==> src/verilog/rv_pkg.sv <==
// ########################################
// rv64i slice shared types
// ########################################

package rv_pkg;

  localparam int xlen = 64;

  // major opcodes, bits [6:0]
  typedef enum logic [6:0] {
    opc_load      = 7'h03,
    opc_misc_mem  = 7'h0f,
    opc_op_imm    = 7'h13,
    opc_auipc     = 7'h17,
    opc_op_imm_32 = 7'h1b,
    opc_store     = 7'h23,
    opc_op        = 7'h33,
    opc_lui       = 7'h37,
    opc_op_32     = 7'h3b,
    opc_branch    = 7'h63,
    opc_jalr      = 7'h67,
    opc_jal       = 7'h6f,
    opc_system    = 7'h73
  } opc_e;

  typedef enum logic [3:0] {
    alu_add, alu_sub, alu_slt, alu_sltu, alu_xor,
    alu_or, alu_and, alu_sll, alu_srl, alu_sra
  } alu_op_e;

  typedef enum logic [3:0] {
    bj_none, bj_beq, bj_bne, bj_blt, bj_bge,
    bj_bltu, bj_bgeu, bj_jal, bj_jalr
  } bj_op_e;

  typedef struct packed {
    logic [xlen-1:0] pc;
    logic [31:0]     inst;
  } fetch_t;

  typedef struct packed {
    logic [xlen-1:0] pc;
    alu_op_e         alu_op;
    bj_op_e          bj_op;
    logic            is_word;
    logic            rd_w_ena;
    logic [4:0]      rd_addr;
    logic            pc_to_reg;
    logic            unsupported;
    logic [xlen-1:0] exe_op1;
    logic [xlen-1:0] exe_op2;
    logic [xlen-1:0] jmp_imm;
  } dec_t;

  typedef struct packed {
    logic [xlen-1:0] pc;
    logic            rd_w_ena;
    logic [4:0]      rd_addr;
    logic [xlen-1:0] wdata;
    logic [xlen-1:0] next_pc;
    logic            unsupported;
  } retire_t;

endpackage

==> src/verilog/id_stage.sv <==
// ########################################
// rv64i decode stage
// ########################################

module id_stage (
  input  rv_pkg::fetch_t inst_in,
  output logic [4:0]     rs1_r_addr,
  output logic [4:0]     rs2_r_addr,
  input  logic [63:0]    r_data1,
  input  logic [63:0]    r_data2,
  output rv_pkg::dec_t   dec
);
  import rv_pkg::*;

  logic [31:0]     inst;
  logic [6:0]      opcode;
  logic [4:0]      rd;
  logic [2:0]      funct3;
  logic [4:0]      rs1;
  logic [4:0]      rs2;
  logic [6:0]      funct7;
  logic [xlen-1:0] imm_i;
  logic [xlen-1:0] imm_s;
  logic [xlen-1:0] imm_b;
  logic [xlen-1:0] imm_u;
  logic [xlen-1:0] imm_j;
  logic            reg_form;
  logic            sra_sel;
  logic            executed;
  logic            rs1_ena;
  logic            rs2_ena;
  logic            rd_ena;
  alu_op_e         alu_op;
  bj_op_e          bj_op;
  logic [xlen-1:0] op1;
  logic [xlen-1:0] op2;
  logic [xlen-1:0] jmp;

  assign inst   = inst_in.inst;
  assign opcode = inst[6:0];
  assign rd     = inst[11:7];
  assign funct3 = inst[14:12];
  assign rs1    = inst[19:15];
  assign rs2    = inst[24:20];
  assign funct7 = inst[31:25];

  // immediates of every format, sign extended to xlen
  assign imm_i = {{52{inst[31]}}, inst[31:20]};
  assign imm_s = {{52{inst[31]}}, inst[31:25], inst[11:7]};
  assign imm_b = {{51{inst[31]}}, inst[31], inst[7], inst[30:25], inst[11:8], 1'b0};
  assign imm_u = {{32{inst[31]}}, inst[31:12], 12'b0};
  assign imm_j = {{43{inst[31]}}, inst[31], inst[19:12], inst[20], inst[30:21], 1'b0};

  assign reg_form = (opcode == opc_op) || (opcode == opc_op_32);
  assign sra_sel  = reg_form ? (funct7 == 7'h20) : (funct7[6:1] == 6'h10);

  assign executed = opcode inside {opc_op_imm, opc_op_imm_32, opc_op, opc_op_32,
                                   opc_lui, opc_auipc, opc_branch, opc_jal, opc_jalr};
  assign rs1_ena  = opcode inside {opc_load, opc_misc_mem, opc_op_imm, opc_op_imm_32,
                                   opc_store, opc_op, opc_op_32, opc_branch, opc_jalr,
                                   opc_system};
  assign rs2_ena  = opcode inside {opc_op, opc_op_32, opc_store, opc_branch};
  assign rd_ena   = executed && (opcode != opc_branch);

  // unread operands select x0
  assign rs1_r_addr = rs1_ena ? rs1 : 5'd0;
  assign rs2_r_addr = rs2_ena ? rs2 : 5'd0;

  always_comb begin
    alu_op = alu_add;
    bj_op  = bj_none;
    case (opcode)
      opc_op, opc_op_32, opc_op_imm, opc_op_imm_32: begin
        case (funct3)
          3'h0: alu_op = (reg_form && funct7 == 7'h20) ? alu_sub : alu_add;
          3'h1: alu_op = alu_sll;
          3'h2: alu_op = alu_slt;
          3'h3: alu_op = alu_sltu;
          3'h4: alu_op = alu_xor;
          3'h5: alu_op = sra_sel ? alu_sra : alu_srl;
          3'h6: alu_op = alu_or;
          default: alu_op = alu_and;
        endcase
      end
      opc_branch: begin
        // xor for equality, slt/sltu for ordering
        case (funct3)
          3'h0: begin
            alu_op = alu_xor;
            bj_op  = bj_beq;
          end
          3'h1: begin
            alu_op = alu_xor;
            bj_op  = bj_bne;
          end
          3'h4: begin
            alu_op = alu_slt;
            bj_op  = bj_blt;
          end
          3'h5: begin
            alu_op = alu_slt;
            bj_op  = bj_bge;
          end
          3'h6: begin
            alu_op = alu_sltu;
            bj_op  = bj_bltu;
          end
          3'h7: begin
            alu_op = alu_sltu;
            bj_op  = bj_bgeu;
          end
          default: alu_op = alu_sub;
        endcase
      end
      opc_jal:  bj_op = bj_jal;
      opc_jalr: bj_op = bj_jalr;
      default:  alu_op = alu_add;
    endcase
  end

  always_comb begin
    case (opcode)
      opc_op_imm, opc_op, opc_branch, opc_load, opc_store, opc_misc_mem, opc_system:
        op1 = r_data1;
      opc_op_imm_32, opc_op_32: op1 = {32'b0, r_data1[31:0]};
      opc_auipc: op1 = inst_in.pc;
      // lui adds its immediate to zero
      default: op1 = '0;
    endcase
  end

  always_comb begin
    case (opcode)
      opc_op_imm, opc_op_imm_32, opc_load, opc_misc_mem: op2 = imm_i;
      opc_store: op2 = imm_s;
      opc_auipc, opc_lui: op2 = imm_u;
      opc_op, opc_branch: op2 = r_data2;
      opc_op_32: op2 = {32'b0, r_data2[31:0]};
      default: op2 = '0;
    endcase
  end

  // jalr offset relative to pc so execute adds pc uniformly
  always_comb begin
    case (opcode)
      opc_branch: jmp = imm_b;
      opc_jal:    jmp = imm_j;
      opc_jalr:   jmp = r_data1 + imm_i - inst_in.pc;
      default:    jmp = '0;
    endcase
  end

  assign dec.pc          = inst_in.pc;
  assign dec.alu_op      = alu_op;
  assign dec.bj_op       = bj_op;
  assign dec.is_word     = (opcode == opc_op_32) || (opcode == opc_op_imm_32);
  assign dec.rd_w_ena    = rd_ena;
  assign dec.rd_addr     = rd_ena ? rd : 5'd0;
  assign dec.pc_to_reg   = (opcode == opc_jal) || (opcode == opc_jalr);
  assign dec.unsupported = !executed;
  assign dec.exe_op1     = op1;
  assign dec.exe_op2     = op2;
  assign dec.jmp_imm     = jmp;

endmodule

==> config.mk <==
export PLATFORM = sky130hd
export DESIGN_NAME = id_stage
export DESIGN_NICKNAME = d
export VERILOG_FILES = /design/src/verilog/rv_pkg.sv /design/src/verilog/id_stage.sv
export SDC_FILE = /design/constraint.sdc
export NUM_CORES = 1
export LEC_CHECK = 0
export BUFFER_PORTS_ARGS = -buffer_cell sky130_fd_sc_hd__clkbuf_2
export CAP_MARGIN = 20
export CORE_AREA = 4 4 193 195
export DETAILED_ROUTE_END_ITERATION = 7
export DIE_AREA = 0 0 197 199
export PLACE_DENSITY = 0.59
export RECOVER_POWER = 25
export SYNTH_ARGS = -nofsm -noshare
export SYNTH_HDL_FRONTEND = slang
export SYNTH_SLANG_ARGS = --single-unit
==> constraint.sdc <==
create_clock -name vclk -period 7.9
set_clock_uncertainty 0.15 [all_clocks]
set_input_delay 0.395 -clock vclk [all_inputs]
set_output_delay 0.395 -clock vclk [all_outputs]
set_load 0.01 [all_outputs]
## Yosys cells after proc, flatten, opt, wreduce, memory -nomap -nowiden

Cells that the tools add are included.

- Register bits after elaboration: 0
- Latch bits: 0
- Memory bits (writable): 0
- ROM bits: 0
- Input bits: 224
- Logic and storage cells: 58
- Memories kept: 0

- $add $sub $neg: 2
- $mul: 0
- Div/mod/pow operators: 0
- Magnitude comparators: 0
- Equal/unequal tests: 23
- Shift operators: 0
- Muxes and demuxes: 14
- Bitwise logic cells: 0
- Reduce and logical (&&, ||, !) cells: 19

Operator list:

| operator | number |
|---|---|
| $pmux 64 s3 | 2 |
| $pmux 64 s5 | 1 |
| $add 64x64->64 | 1 |
| $sub 64x64->64 | 1 |
| $eq 7x6->1 const B | 5 |
| $eq 7x7->1 const B | 4 |
| $pmux 4 s7 | 1 |
| $eq 7x5->1 const B | 3 |
| $pmux 3 s6 | 1 |
| $mux 5 | 3 |
| $eq 3x3->1 const B | 4 |
| $pmux 4 s3 | 1 |
| $reduce_or 2->1 | 6 |
| $reduce_bool 10->1 | 1 |
| $pmux 3 s3 | 1 |
| $reduce_bool 9->1 | 1 |
| $pmux 4 s2 | 1 |
| $reduce_or 4->1 | 2 |
| $eq 7x2->1 const B | 1 |
| $eq 7x4->1 const B | 1 |
| $ne 7x7->1 const B | 1 |
| $reduce_or 7->1 | 1 |
| $eq 3x2->1 const B | 2 |
| $eq 6x5->1 const B | 1 |
| other kinds (7) | 12 |

## Logic depth before layout (Yosys ltp)

- Depth in word-level cells: 6
- Mapped depth: 16

## Worst setup path before layout

OpenSTA, ideal clock, no wires.

- Kind: input to output
- Start point: in inst_in[31] (netlist name)
- End point: out dec[59] (netlist name)
- Data arrival time: 5428 ps
- Setup slack: 1927 ps
- Cell stages on the path: 15
- Cell sequence: inv_1 -> fa_1 -> inv_1 -> ha_1 -> buf_2 -> a21o_1 -> o21bai_1 -> a21oi_1 -> o21ai_0 -> a21o_1 -> a31o_1 -> a211oi_2 -> o21ai_1 -> xnor2_1 -> o21ai_0

RTL lines:

| what | line | source |
|---|---|---|
| start, declared | id_stage.sv:6 | `input rv_pkg::fetch_t inst_in,` |
| end, declared | id_stage.sv:11 | `output rv_pkg::dec_t dec` |

==> impl_metrics.toml <==
[timing]
rsz0062_at_grt = "false"
finalCritPeriodShare = 0.697
finalSetupTns_ns = 0
slew-limit-headroom = -0.0904
worstMarginPinSlew_ns = 1.64
hold_viol_final = 0
worst_slack_ns = 2.40
whs_ns = 0.878
finalMaxSlewViolations = 35
fmax_mhz = 182
fin_crit_ns = 5.50
setup_viol = 0

[power_and_ir_drop]
p_leak_nw = 6.41
p_per_area_nw_per_um2 = 104
finalPower_mw = 1.14
vdd_ir_drop_max_mv = 0.0396

[drt]
ant_nets = 0
wirelength_um = 42700
drc_errors = 0
vias = 10500
drtIter0Drc = 624
via_per_inst = 5.04
firstDrtPassIters = 5
wl_per_cell_um = 20.4

[global_routing]
track_usage = 0.202
overflow = 0
grt_pass1_vias = 10600
antenna_found_initial = 7
grt_pass1_wl_um = 62900
grt_max_degree = 45

[logic_synthesis]
syn_area_per_cell_um2 = 6.92
syn_nets = 1598
synthCells = 1247
yosysWarnings = 0
ys_types = 78
netlist_area_um2 = 8630
ys_seq_area_frac = 0

[die]
die_x_um = 197
start_util = 0.244
fp-row-count = 69
dieArea_um2 = 39200
ios = 507
fp.dieH_um = 199
core-area_um2 = 35400

[place]
dp.cells = 2084
portBuffers = 507
gp_congestion = 0.913
hpwl_um = 37300
place_area_um2 = 11000
dp_slack_ns = 2.35

[critical_path]
crit_path_end_kind = "output pin"
setup.worst_path.start = "inst_in[31]"
cp.arrival_ns = 4.96
cp_max_fo = 34
start_kind = "input pin"
critPathRequiredTime_ns = 7.36
crit_type = "input pin to output pin"
crit_path_end = "dec[49]"

[layout]
layout.cells.non_filler = 2093
drive_gt1_frac = 0.297
final_area_um2 = 11000
n_sequential_cell = 0
utilization = 0.312
regArea_um2 = 0
synthToLayoutAreaGrowth_pct = 27.8
final_nets = 1978
nClkBuffers = 0

[cts]
cts_setup_buffers = 0
ctsResizeCount = 0
ctsHoldBuffers = 0

[worst_hold_path]
hold_class = "input pin to output pin"

[job]
drv_cap = 1

[run_status]
run_status = "finished, violations left"
failed_checks = "capacitance limit, slew limit"
==> cells in the mapped netlist, drive strengths merged (6+ instances only) <==
library cell,count,share of area
a21o,72,0.063
a21oi,94,0.056
a221o,20,0.023
a22o,74,0.075
a31oi,13,0.013
and2,21,0.016
buf,83,0.067
clkbuf,57,0.025
fa,63,0.15
ha,64,0.093
inv,223,0.097
nand2,78,0.034
nand2b,10,0.0072
nand3,17,0.0099
nand4,22,0.016
nor2,52,0.023
nor2b,6,0.0043
nor3,15,0.0093
o211ai,6,0.0064
o21a,7,0.0061
o21ai,99,0.058
o21bai,11,0.0096
xnor2,35,0.036
xor2,29,0.029
==> final cells by class <==
type | instances | area [um2]
antenna | 7 | 17.5
fill | 4011 | 24400
inverter | 223 | 840
multi-input combinational | 884 | 7040
tap | 461 | 577
timing repair buffer | 518 | 2560
==> worst min-delay path by stage <==
stage	startpoint	endpoint	slack [ns]	cells past startpoint
finish	inst_in[59]	dec[236]	0.88	2
global route	inst_in[66]	dec[243]	0.89	2
floorplan	inst_in[32]	dec[209]	0.73	1
global placement	inst_in[73]	dec[250]	0.88	2
detailed placement	inst_in[66]	dec[243]	0.88	2
CTS	inst_in[66]	dec[243]	0.88	2
==> routing by layer <==
layer	GRT usage	part of all wire	wire (um)	vias to the layer above
met5	0	0	0	-
met4	0.0575	0.028	1180	0
met3	0.0215	0.061	2630	48
met2	0.369	0.50	21400	488
met1	0.251	0.41	17500	4985
li1	-	-	-	5024
==> critical path: stages <==
cell and delay [ns]:
clkbuf_2 0.14, inv_4 0.38, buf_4 0.68, fa_1 0.52, inv_1 0.07, ha_1 0.32
a21oi_1 0.27, o22a_1 0.20, nand3_1 0.11, a31oi_1 0.26, o221a_2 0.22, o21ai_1 0.15
a41oi_1 0.44, o221ai_1 0.19, xnor2_1 0.15, o21ai_0 0.19, clkbuf_2 0.18
==> kinds of logic after synthesis <==
group                    count (synthesis)  synth area share
AO/OA/AOI/OAI                          444             0.365
AND/OR/NAND/NOR                        246             0.139
buffers and inverters                  363             0.189
adder cells (fa/ha/maj)                128             0.240
multiplexers                             2           0.00232
XOR/XNOR                                64            0.0649
==> where the power goes <==
| group | switching, mW | internal (mW) | leakage, nW | total (mW) |
|---|---|---|---|---|
| Combinational | 0.708 | 0.435 | 6.41 | 1.14 |
| Sequential | 0 | 0 | 0 | 0 |
| Clock | 0 | 0.000000120 | 0.0000444 | 0.000000120 |
==> cells in the final DEF (no fill, tap or decap), types with 22 or more instances in the layout <==
| master | n |
|---|---|
| a21o_1 | 72 |
| a21oi_1 | 89 |
| a22o_1 | 74 |
| clkbuf_1 | 68 |
| clkbuf_2 | 440 |
| fa_1 | 63 |
| ha_1 | 64 |
| inv_1 | 222 |
| nand2_1 | 78 |
| nand4_1 | 22 |
| nor2_1 | 51 |
| o21ai_0 | 87 |
| xnor2_1 | 35 |
| xor2_1 | 29 |
Note: power is estimated with default switching activity, not from simulation.
