<file path="src/verilog/rv_pkg.sv">
// ########################################
// rv64i slice shared types
// ########################################

package rv_pkg;

  localparam int xlen = 64;

  // major opcodes, bits [6:0]
  typedef enum logic [6:0] {
    opc_load      = 7'h03,
    opc_misc_mem  = 7'h0f,
    opc_op_imm    = 7'h13,
    opc_auipc     = 7'h17,
    opc_op_imm_32 = 7'h1b,
    opc_store     = 7'h23,
    opc_op        = 7'h33,
    opc_lui       = 7'h37,
    opc_op_32     = 7'h3b,
    opc_branch    = 7'h63,
    opc_jalr      = 7'h67,
    opc_jal       = 7'h6f,
    opc_system    = 7'h73
  } opc_e;

  typedef enum logic [3:0] {
    alu_add, alu_sub, alu_slt, alu_sltu, alu_xor,
    alu_or, alu_and, alu_sll, alu_srl, alu_sra
  } alu_op_e;

  typedef enum logic [3:0] {
    bj_none, bj_beq, bj_bne, bj_blt, bj_bge,
    bj_bltu, bj_bgeu, bj_jal, bj_jalr
  } bj_op_e;

  typedef struct packed {
    logic [xlen-1:0] pc;
    logic [31:0]     inst;
  } fetch_t;

  typedef struct packed {
    logic [xlen-1:0] pc;
    alu_op_e         alu_op;
    bj_op_e          bj_op;
    logic            is_word;
    logic            rd_w_ena;
    logic [4:0]      rd_addr;
    logic            pc_to_reg;
    logic            unsupported;
    logic [xlen-1:0] exe_op1;
    logic [xlen-1:0] exe_op2;
    logic [xlen-1:0] jmp_imm;
  } dec_t;

  typedef struct packed {
    logic [xlen-1:0] pc;
    logic            rd_w_ena;
    logic [4:0]      rd_addr;
    logic [xlen-1:0] wdata;
    logic [xlen-1:0] next_pc;
    logic            unsupported;
  } retire_t;

endpackage

</file>
<file path="src/verilog/retire_stage.sv">
// ########################################
// retire register and write-back
// ########################################

module retire_stage (
  input  logic            clk,
  input  logic            reset,
  input  logic            in_valid,
  output logic            in_ready,
  input  rv_pkg::retire_t rec_in,
  output logic            out_valid,
  input  logic            out_ready,
  output rv_pkg::retire_t out_data,
  output logic            w_ena,
  output logic [4:0]      w_addr,
  output logic [63:0]     w_data
);
  import rv_pkg::*;

  logic    held_valid;
  retire_t held;
  logic    out_fire;

  // free slot, or the held record leaves this cycle
  assign in_ready = !held_valid || out_ready;
  assign out_fire = held_valid && out_ready;

  always_ff @(posedge clk) begin
    if (reset) begin
      held_valid <= 1'b0;
    end else if (in_ready) begin
      held_valid <= in_valid;
    end
  end

  always_ff @(posedge clk) begin
    if (in_valid && in_ready) begin
      held <= rec_in;
    end
  end

  assign out_valid = held_valid;
  assign out_data  = held;

  // commit on acceptance; x0 never written
  assign w_ena  = out_fire && held.rd_w_ena && (held.rd_addr != 5'd0);
  assign w_addr = held.rd_addr;
  assign w_data = held.wdata;

endmodule

</file>
<file path="config.mk">
export PLATFORM = sky130hd
export DESIGN_NAME = retire_stage
export DESIGN_NICKNAME = d
export VERILOG_FILES = /design/src/verilog/rv_pkg.sv /design/src/verilog/retire_stage.sv
export SDC_FILE = /design/constraint.sdc
export NUM_CORES = 1
export LEC_CHECK = 0
export BUFFER_PORTS_ARGS = -buffer_cell sky130_fd_sc_hd__buf_2
export CAP_MARGIN = 40
export CORE_AREA = 8 8 179 181
export CTS_BUF_LIST = sky130_fd_sc_hd__clkbuf_8
export DETAILED_ROUTE_END_ITERATION = 16
export DIE_AREA = 0 0 187 189
export PLACE_DENSITY_LB_ADDON = 0.08
export SLEW_MARGIN = 20
export SYNTH_ARGS = -nofsm -noshare
export SYNTH_HDL_FRONTEND = slang
export SYNTH_SLANG_ARGS = --single-unit
export TNS_END_PERCENT = 100
</file>
<file path="constraint.sdc">
create_clock -name clk -period 3.15 [get_ports clk]
set_input_delay 0.1575 -clock clk [delete_from_list [all_inputs] [get_ports clk]]
set_output_delay 0.1575 -clock clk [all_outputs]
set_load 0.02 [all_outputs]
</file>
Word-level counts from Yosys, hierarchy flattened
Index checks and enable logic that the tools add are counted. W data, S select, Z words.

Flip-flop bits (word level): 200. Output and inout port bits: 271.

Reduce and logical (&&, ||, !) cells: 7.

Operators with widths (number): $reduce_bool A5 Y1 (1); $logic_and A1 B1 Y1 (4); $logic_not A1 Y1 (1); $logic_or A1 B1 Y1 (1).

Longest topological paths before layout
Gate-level depths: netlist (run 1).

Depth after elaboration: 3. Depth in mapped cells: 2. Gate-level depth less buffers: 2.

Worst setup path after synthesis (run 1)
Ideal clock, no wire load.

Kind: reg-to-reg. From: register held_valid, in the netlist out_valid. To: register held, in the netlist out_data[0], enable pin. Data arrival time: 1.987 ns. Required time: 2.728 ns. Path slack: 0.741 ns. Cell stages (with the launch flop): 3. Buffers on the path: 0. Cell sequence: dfxtp_1 > nand2b_4 > and2_4.

Longest elaborated chain between the ends: 3.

Ends and longest elaborated chain: start, declared (RTL line retire_stage.sv:20) `logic held_valid;`; start signal, assigned (RTL line retire_stage.sv:32) `held_valid <= in_valid;`; $logic_not A1 Y1 (RTL line retire_stage.sv:25) `assign in_ready = !held_valid || out_ready;`; $logic_or A1 B1 Y1 (RTL line retire_stage.sv:25); named net in_ready (RTL line retire_stage.sv:9) `output logic in_ready,`; $logic_and A1 B1 Y1 (RTL line retire_stage.sv:37) `if (in_valid && in_ready) begin`; end signal, assigned (RTL line retire_stage.sv:38) `held <= rec_in;`; end, declared (RTL line retire_stage.sv:21) `retire_t held;`.

The timed path passes the listed nets, and every way through them passes these cells. A chain may end at the register's enable or synchronous reset.

Worst setup path in the final report (run 1)
From: register held_valid, in the netlist out_valid. To: register held, in the netlist out_data[21], enable pin.

Longest elaborated chain between the ends: 3.

Ends and longest elaborated chain (RTL line): $logic_not A1 Y1 (retire_stage.sv:25); $logic_or A1 B1 Y1 (retire_stage.sv:25); $logic_and A1 B1 Y1 (retire_stage.sv:37).

Every way passes these cells.

==> results.md, run 1 <==
* Combinational share of power at 15.7%
* Ordered list of cells on the worst path: nand2b_4 > and2_4 > buf_4
* Internal at 4.11 mW
* Vias after detailed routing at 4,793
* Placer congestion estimate at 0.802
* Total setup violations reported at the end of the flow at 0
* Initial DRT Pass Iterations at 5
* Later-pin clock latency in the skew report at 450 ps
* Max Clock Freq at 0.568 GHz
* H-tree depth at 4
* Aggregate routed wire length at 23.1 mm
* Unrepaired setup endpoints after global routing: no
* Crit start category: register
* Pwr Total at 5.65 mW
* Worst-margin pin slew at 562 ps
* Library cell with the largest summed area after synthesis: edfxtp_1
* Initial core utilization at 22.5%
* Port buffer count at 473
* Final worst-path setup slack at 1390 ps
* Largest clock skew in the final design at 17.3 ps
* R2R depth at 3
* WS Path Type: reg2reg
* Die Outline Area at 35,300 sq um
* Pins over their slew limit at 0
* Deepest clock path buffer count at 2
* Max FO, Critical Path at 38
* Final worst-path cycle share at 55.9%
* Reported max-cap violation count at 0
* Std-Cell Core Area at 29,200 sq um
* Top post-synthesis cells by area: edfxtp_1, buf_4, dfxtp_1
* TritonCTS clock tree: yes
* Critical path startpoint: out_valid
* Std-Cell Rows at 63
* Number of clock sinks seen by CTS at 200
* Final count of hold timing violations at 0
* Total power density per cell area at 497 nW/um^2
* Post-CTS setup buffer count at 0
* Area growth, synth to finish at 73.2%
* Worst reg-to-reg setup slack at 1390 ps
* Post-synthesis instance area at 6570 sq um
* Outcome: finished, final reports clean
* Cells after synthesis at 277
* Via-per-instance ratio at 3.65
* Maximum VDD drop at 0.218 mV
* Average wire length per cell after detail routing at 17.6 microns
* Most common cell after layout, fill and taps aside: buf_2
* Die X-Extent at 187 microns
* HP Start: in_valid
* Synth unique cells at 11
* Clock share of power at 28.3%
* Number of buffers inserted during clock tree synthesis at 17
* Worst Hold End: out_data[42]
* Clock root buffer: clkbuf_8
* Worst Hold Path Cells at 2
* Final total negative setup slack at 0 ps
* Sw Pwr at 1.54 mW
* Seq pwr share at 56.1%
* Minimum period implied by the final worst setup slack at 1760 ps
* Number of buffers inserted by hold repair at cts at 201
* Worst EP arrival at 1890 ps
* Headroom to the max-slew limit at 62.5%
* Dpl cell area at 8970 sq um
* Initial antenna violation count at 3
* GRT Residual Overflow at 0
* Overall Global Routing Usage at 12.6%
* Hpwl dp at 17.9 mm
* Reg2Reg Launch Point: out_valid
* Layout cell share with drive strength beyond 1 at 55.8%
* Kind of end point of the critical path: register
* Via count of the first global-routing pass at 5,704
* Clock-pin transition on the worst setup and hold timing paths at 110 ps
* Vertical extent of the die at 189 microns
* Slowest stage delay, CP at 510 ps
* Drt drc at 0
* Worst slack, placed at 1400 ps
* Count of state elements after synthesis at 200
* Standard cell with the maximum stage delay on the critical path: and2_4
* Global-route wire length before repair at 34.1 mm
* Number of warnings reported in the yosys synthesis log at 0
* Sequential cell area fraction in the yosys report at 91.3%
* Final Instance Area at 11,400 sq um
* Capture instance of the worst register-to-register path: out_data[21]
* Area share of the largest cell type after synthesis at 91.0%
* Number of nets in the synthesized netlist at 480
* Number of top-level pins at 474
* Mapped Avg Cell Area at 23.7 sq um
* Leakage at 4.90 nW
* Post-DRT Antenna Nets at 0
* Post-CTS sizing at 0
* Hold WC Path Type: in2reg
* Maximum number of pins on one net before global-route repair at 57
* Commonest non-fill, non-tap cells in the layout: buf_2, dlygate4sd3_1, edfxtp_1
* Switching part of the total at 27.2%
* 1st-iter DRT viols at 111
* Worst EP required at 3280 ps
* Number of nets in the finished design at 1,110
-- worst max-delay path by stage --
stage               endpoint  cells past startpoint
2_1_floorplan    out_data[0]                      2
3_3_place_gp     out_data[3]                      3
3_5_place_dp   out_data[156]                      3
4_1_cts        out_data[191]                      3
5_1_grt         out_data[21]                      3
6_report        out_data[21]                      3
-- layout make-up --
| cell class | count | area (sq um) |
|---|---|---|
| Timing Repair Buffer | 680 | 4450 |
| Inverter | 1 | 3.75 |
| Clock buffer | 18 | 248 |
| Antenna cell | 2 | 5.00 |
| Clock inverter | 14 | 136 |
| Tap cell | 390 | 488 |
| Sequential cell | 200 | 6000 |
| Multi-Input combinational cell | 7 | 50.0 |
| Fill cell | 2775 | 17900 |
-- routing by layer --
| metal | routed length (microns) | global-route usage [%] | vias up |
|---|---|---|---|
| met5 | 13 | 0 | - |
| li1 | - | - | 2244 |
| met3 | 2780 | 7.58 | 15 |
| met2 | 12600 | 23.8 | 275 |
| met1 | 7460 | 11.1 | 2257 |
| met4 | 325 | 3.36 | 2 |
-- cells in the mapped netlist --
master,instances
edfxtp_1,199
and2_4,1
nor3_1,1
inv_1,1
nand3_1,1
dfxtp_1,1
buf_4,69
nand2b_4,1
nor2_1,1
a21oi_1,1
a21oi_2,1
-- worst max-delay path, delay by kind of cell (launching register included) --
| family | cells | cell delay [ps] |
|---|---|---|
| and+or+nand+nor | 2 | 600 |
| buffers and inverters | 1 | 430 |
| DFF | 1 | 370 |
-- per-stage QoR --
step / hold slack [ps] / cells / util [%]
final: 335 / 1312 / 38.9
after global routing: 312 / 1312 / 38.9
after CTS: 293 / 1310 / 38.9
after detailed placement: 329 / 1077 / 30.7
after global placement: 327 / 1077 / 30.7
after floorplan: 220 / 277 / -
-- cells by family (layout without fill, tap and decap cells) --
logic type             Yosys count  after routing  share of synthesized area, %
DFF                            200            200                          91.3
buffers and inverters           70            713                          7.94
and+or+nand+nor                  5              5                         0.552
AOI/OAI and AO/OA                2              2                         0.210
other                            0              2                             0
-- power by group through the flow --
stage	combinational (mW)	sequential, mW	clock, mW
6_report	0.886	3.17	1.60
5_1_grt	0.945	3.19	1.78
4_1_cts	0.903	3.17	1.70
3_5_place_dp	0.697	3.23	0
3_3_place_gp	0.701	3.23	0
2_1_floorplan	0.186	3.43	0
-- sequential cells by signal, summed over array words and instances, names as in the netlist --
| name | count |
|---|---|
| w_addr | 5 |
| out_data | 130 |
| out_valid | 1 |
| w_data | 64 |
No activity file was read; power rests on OpenSTA's default activity.
==> run 2, diff against run 1 <==
clock period = 1.7 ns   (was 3.15 ns; I/O delays follow)
==> run 2 against run 1 <==
  * Non-clock buffer count increased by 4
  * Sequential share of layout area decreased by 0.38 points
  * Clock power increased by 91%
  * Via count increased by 0.40%
  * Die area unchanged
  * Sequential power increased by 85%
  * Sequential cell count unchanged
==> results.md, run 2 (synthesis results as in run 1) <==
* Clock-pin transition on the worst setup and hold timing paths at 120 ps (was 110 ps)
* Initial core utilization at 22.5% (unchanged)
* Largest clock skew in the final design at 18.9 ps (was 17.3 ps)
* Average wire length per cell after detail routing at 17.4 microns (was 17.6 microns)
* Via count of the first global-routing pass at 5,744 (was 5,704)
* Layout cell share with drive strength beyond 1 at 56.1% (was 55.8%)
* Utilization of the core after routing at 39.2% (was 38.9%)
* Maximum VDD drop at 0.466 mV (was 0.218 mV)
* Number of top-level pins at 474 (unchanged)
* Max reg flops at 130 (unchanged)
* Std-Cell Rows at 63 (unchanged)
* Total setup violations reported at the end of the flow at 0 (unchanged)
* Global-route wire length before repair at 34.2 mm (was 34.1 mm)
* Final count of hold timing violations at 0 (unchanged)
* Std-Cell Core Area at 29,200 sq um (unchanged)
* Number of clock sinks seen by CTS at 200 (unchanged)
* Vertical extent of the die at 189 microns (unchanged)
* Number of nets in the finished design at 1,114 (was 1,110)
* Hold WC Path Type: in2reg (unchanged)
* Aggregate routed wire length at 22.9 mm (was 23.1 mm)
* Post-DRT Antenna Nets at 0 (unchanged)
* Minimum period implied by the final worst setup slack at 1450 ps
* Leakage at 4.94 nW (was 4.90 nW)
* Deepest clock path buffer count at 2 (unchanged)
* Final worst-path cycle share at 85.6%
* Pwr Total at 10.6 mW (was 5.65 mW)
* Pins over their slew limit at 0 (unchanged)
* Initial DRT Pass Iterations at 4 (was 5)
* Via-per-instance ratio at 3.66 (was 3.65)
* Placer congestion estimate at 0.760 (was 0.802)
* Post-CTS sizing at 0 (unchanged)
* Clock root buffer: clkbuf_8 (unchanged)
* Headroom to the max-slew limit at 81.4% (was 62.5%)
* Unrepaired setup endpoints after global routing: no (unchanged)
* Drt drc at 0 (unchanged)
* GRT Residual Overflow at 0 (unchanged)
* 1st-iter DRT viols at 134 (was 111)
* Vias after detailed routing at 4,812 (was 4,793)
* Overall Global Routing Usage at 12.6% (about the same)
* Reported max-cap violation count at 0 (unchanged)
* Maximum number of pins on one net before global-route repair at 45 (was 57)
* Worst EP arrival at 1370 ps (was 1890 ps)
* Initial antenna violation count at 1 (was 3)
* Final Instance Area at 11,500 sq um (was 11,400 sq um)
* Number of buffers inserted by hold repair at cts at 201 (unchanged)
* Port buffer count at 473 (unchanged)
* Commonest non-fill, non-tap cells in the layout: buf_2, dlygate4sd3_1, edfxtp_1 (unchanged)
* WS Path Type: reg2out (was reg2reg)
* Number of buffers inserted during clock tree synthesis at 17 (unchanged)
* Hpwl dp at 17.4 mm (was 17.9 mm)
* Max Clock Freq at 0.688 GHz
* Kind of end point of the critical path: output port (was register)
* Most common cell after layout, fill and taps aside: buf_2 (unchanged)
* Max FO, Critical Path at 3 (was 38)
* Worst-margin pin slew at 279 ps (was 562 ps)
* Die X-Extent at 187 microns (unchanged)
* Die Outline Area at 35,300 sq um (unchanged)
* Area growth, synth to finish at 74.6% (was 73.2%)
* Post-CTS setup buffer count at 0 (unchanged)
* Worst EP required at 1620 ps (was 3280 ps)
* TritonCTS clock tree: yes (unchanged)
* Dpl cell area at 9050 sq um (was 8970 sq um)
* Total power density per cell area at 924 nW/um^2 (was 497 nW/um^2)
* H-tree depth at 4 (unchanged)
* Crit start category: register (unchanged)
* Outcome: finished, final reports clean (unchanged)
* Later-pin clock latency in the skew report at 450 ps (about the same)
==> run 2: changes by cell type in the layout (fill, tap and decap cells not counted) <==
cell / delta
clkinvlp_4: +1
clkbuf_8: -1
dfxtp_4: +1
dfxtp_1: -1
inv_8: -1
clkinv_4: -1
buf_4: +1
bufinv_16: +1
buf_12: +3
diode_2: -1
clkinv_8: +1
==> run 2: power breakdown <==
group / switching (mW) / total (mW) / internal [mW]
clock: 1.83 / 3.06 / 1.23
sequential: 0.104 / 5.87 / 5.76
combinational: 0.917 / 1.66 / 0.746
total: 2.85 / 10.6 / 7.74
==> run 2: path summary, 6_finish.rpt <==
check	from	end	slack (ps)	cells past startpoint
worst max-delay path	w_addr[0]	w_ena	250	3
worst max register to register	out_valid	out_data[149]	280	4
worst min-delay path	in_valid	w_data[61]	200	3
worst min register to register	out_valid	w_data[61]	930	3
==> run 2: stage by stage <==
step                worst slack (ps)  cells  hold WS (ps)  TNS, ps
finish                           246   1315           197        0
global route                     157   1315           165        0
global placement                 321   1081           243        0
floorplan                       -644    277           138  -128170
CTS                              208   1314           158        0
detailed placement               294   1081           237        0
==> run 2: per-layer routing <==
metal / track usage [%] / up-vias / share of wire, %
met2: 23.3 / 277 / 54
met5: 0 / - / 0
li1: - / 2252 / -
met4: 3.79 / 0 / 1.7
met1: 12.0 / 2266 / 34
met3: 6.29 / 17 / 10
==> run 2: worst max-delay path: stages, from the launching register on <==
cell,delay [ps]
edfxtp_1,430
nor3_1,220
a21oi_1,100
buf_2,170
==> run 2: layout make-up <==
cell class | count | area, sq um
multi-input combinational | 7 | 50.0
antenna | 1 | 2.50
clock inverter | 15 | 170
fill | 2751 | 17800
tap | 390 | 488
timing repair buffer | 684 | 4520
clock buffer | 17 | 234
sequential | 200 | 6000
inverter | 1 | 3.75
==> run 3, diff against run 2 <==
clock period = 1.2 ns   (was 1.7 ns; I/O delays follow)
==> run 3 against run 2 <==
  * The flow now finishes with violations (setup timing)
  * Worst hold slack worse by 180 ps
  * Count of clock-buffer cells in the layout is the same
  * Critical path type is now reg2reg
  * Non-clock buffer count rose by 60
==> results.md, run 3 (synthesis results as in run 1) <==
* Maximum number of pins on one net before global-route repair at 20 (was 45)
* Aggregate routed wire length at 24.2 mm (was 22.9 mm)
* Number of clock sinks seen by CTS at 200 (unchanged)
* Via count of the first global-routing pass at 6,087 (was 5,744)
* Std-Cell Rows at 63 (unchanged)
* Post-DRT Antenna Nets at 0 (unchanged)
* 1st-iter DRT viols at 141 (was 134)
* Area of the multi-input gates at 55.1 sq um (was 50.0 sq um)
* Maximum VDD drop at 0.565 mV (was 0.466 mV)
* Commonest non-fill, non-tap cells in the layout: buf_2, dlygate4sd3_1, edfxtp_1 (unchanged)
* Max FO, Critical Path at 6 (was 3)
* Total setup violations reported at the end of the flow at 177 (was 0)
* Die X-Extent at 187 microns (unchanged)
* GRT Residual Overflow at 0 (unchanged)
* Worst slack, placed at -44.4 ps (was 294 ps)
* Initial DRT Pass Iterations at 4 (unchanged)
* Vertical extent of the die at 189 microns (unchanged)
* Reported max-cap violation count at 0 (unchanged)
* Clock root buffer: clkbuf_8 (unchanged)
* Max Clock Freq at 0.702 GHz
* Leakage at 5.47 nW (was 4.94 nW)
* Ordered list of cells on the worst path: nand2b_4 > and2_4 > buf_6 > buf_12 > buf_12 > buf_12 > buf_16 (was nor3_1 > a21oi_1 > buf_2)
* Unrepaired setup endpoints after global routing: yes (was no)
* Number of nets in the finished design at 1,174 (was 1,114)
* Initial core utilization at 22.5% (unchanged)
* Port buffer count at 473 (unchanged)
* Slowest stage delay, CP at 370 ps (was 430 ps)
* WS Path Type: reg2reg (was reg2out)
* Most common cell after layout, fill and taps aside: buf_2 (unchanged)
* Layout cell share with drive strength beyond 1 at 58.8% (was 56.1%)
* Via-per-instance ratio at 3.71 (was 3.66)
* Vias after detailed routing at 5,094 (was 4,812)
* Total power density per cell area at 1230 nW/um^2 (was 924 nW/um^2)
* Kind of end point of the critical path: register (was output port)
* Most repeated library cell on the critical path: buf_12
* Hold WC Path Type: in2reg (unchanged)
* Placer congestion estimate at 0.759 (was 0.760)
* Final Hold Slack at 20.4 ps (was 197 ps)
* Crit start category: register (unchanged)
* Pwr Total at 15.5 mW (was 10.6 mW)
* Worst EP arrival at 1660 ps (was 1370 ps)
* Dpl cell area at 9240 sq um (was 9050 sq um)
* TritonCTS clock tree: yes (unchanged)
* Final worst-path cycle share at 119%
* Die Outline Area at 35,300 sq um (unchanged)
* Final worst-path setup slack at -225 ps (was 246 ps)
* Final count of hold timing violations at 0 (unchanged)
* Area growth, synth to finish at 92.0% (was 74.6%)
* Minimum period implied by the final worst setup slack at 1430 ps
* Global-route wire length before repair at 35.8 mm (was 34.2 mm)
* Overall Global Routing Usage at 13.3% (was 12.6%)
* Worst EP required at 1430 ps (was 1620 ps)
* Hpwl dp at 18.1 mm (was 17.4 mm)
* Standard cell with the maximum stage delay on the critical path: dfxtp_4 (was edfxtp_1)
* Combined flip-flop and latch cell area at 6000 sq um (unchanged)
* Number of top-level pins at 474 (unchanged)
* Std-Cell Core Area at 29,200 sq um (unchanged)
* Final total negative setup slack at -16,320 ps (was 0 ps)
* Final Instance Area at 12,600 sq um (was 11,500 sq um)
* Deepest clock path buffer count at 2 (unchanged)
* Worst-margin pin slew at 191 ps (was 279 ps)
* Number of buffers inserted during clock tree synthesis at 17 (unchanged)
* Fillers at 2,673 (was 2,751)
* Initial antenna violation count at 3 (was 1)
* Worst Path Buf+Inv at 5 (was 1)
* Average wire length per cell after detail routing at 17.6 microns (was 17.4 microns)
* Violations in the final reports: setup timing
* Drt drc at 0 (unchanged)
* Outcome: complete, but fails checks (was finished, final reports clean)
* Max reg flops at 130 (unchanged)
* H-tree depth at 4 (unchanged)
* Later-pin clock latency in the skew report at 460 ps (was 450 ps)
* Clock-pin transition on the worst setup and hold timing paths at 100 ps (was 120 ps)
* Pins over their slew limit at 0 (unchanged)
* Headroom to the max-slew limit at 87.3% (was 81.4%)
* Family with the most delay on the worst path: buffers and inverters (was flip-flops)
* Largest clock skew in the final design at 23.0 ps (was 18.9 ps)
run 3: changes by cell type in the layout (fill, tap and decap cells not counted), moves of 2 or more:
cell | previous run | this run
buf_12 | 5 | 20
buf_16 | 0 | 5
buf_2 | 473 | 439
buf_4 | 5 | 13
buf_6 | 0 | 52
buf_8 | 0 | 12
clkbuf_16 | 0 | 2
clkinv_4 | 2 | 4
run 3: tightest hold or removal path, stage by stage:
cell	delay, ps
buf_2	90
nand2b_4	110
buf_4	130
a21oi_2	50
run 3: layout make-up:
cell class | instances | area share, %
flip-flops and latches | 200 | 47.6
repair buffers | 744 | 44.9
well taps | 390 | 3.87
clock buffers | 17 | 1.86
clock inverters | 14 | 1.32
multi-input cells | 7 | 0.437
inverters | 1 | 0.0298
diodes | 1 | 0.0198
run 3: per-stage QoR:
stage	instances	util (%)
after floorplan	277	-
after global placement	1100	31.6
after detailed placement	1100	31.6
after CTS	1377	43.1
after global routing	1374	43.1
final	1374	43.1
run 3: where the power goes:
group          total [mW]  leakage [nW]  internal, mW  switching, mW
registers            8.32          1.93          8.17          0.155
logic                2.90          3.33          1.49           1.41
clock network        4.32         0.205          1.74           2.58
total                15.5          5.47          11.4           4.14
run 3: what timing repair did:
action | CTS | global route
setup endpoints to repair | 170 | 233
hold buffers | 201 | 0
buffers inserted | 35 | 7
hold endpoints to repair | 200 | 0
gates resized for setup | 81 | 52
gates cloned | 12 | 2
run 3: path summary, 6_finish.rpt:
path / endpoint / cells after the start / slack, ps / startpoint
min: out_valid / 4 / 20 / out_ready
min reg2reg: out_valid / 3 / 630 / out_valid
max reg2reg: out_data[156] / 7 / -230 / out_valid
max: out_data[156] / 7 / -230 / out_valid
run 3: metal layers:
metal	routed length, microns	part of all wire [%]	up-vias	global-route usage, %
met3	2680	11	29	7.12
met4	586	2.4	4	4.67
met1	8150	34	2408	12.2
met5	23	0.095	-	0
met2	12800	53	282	24.5
li1	-	-	2371	-
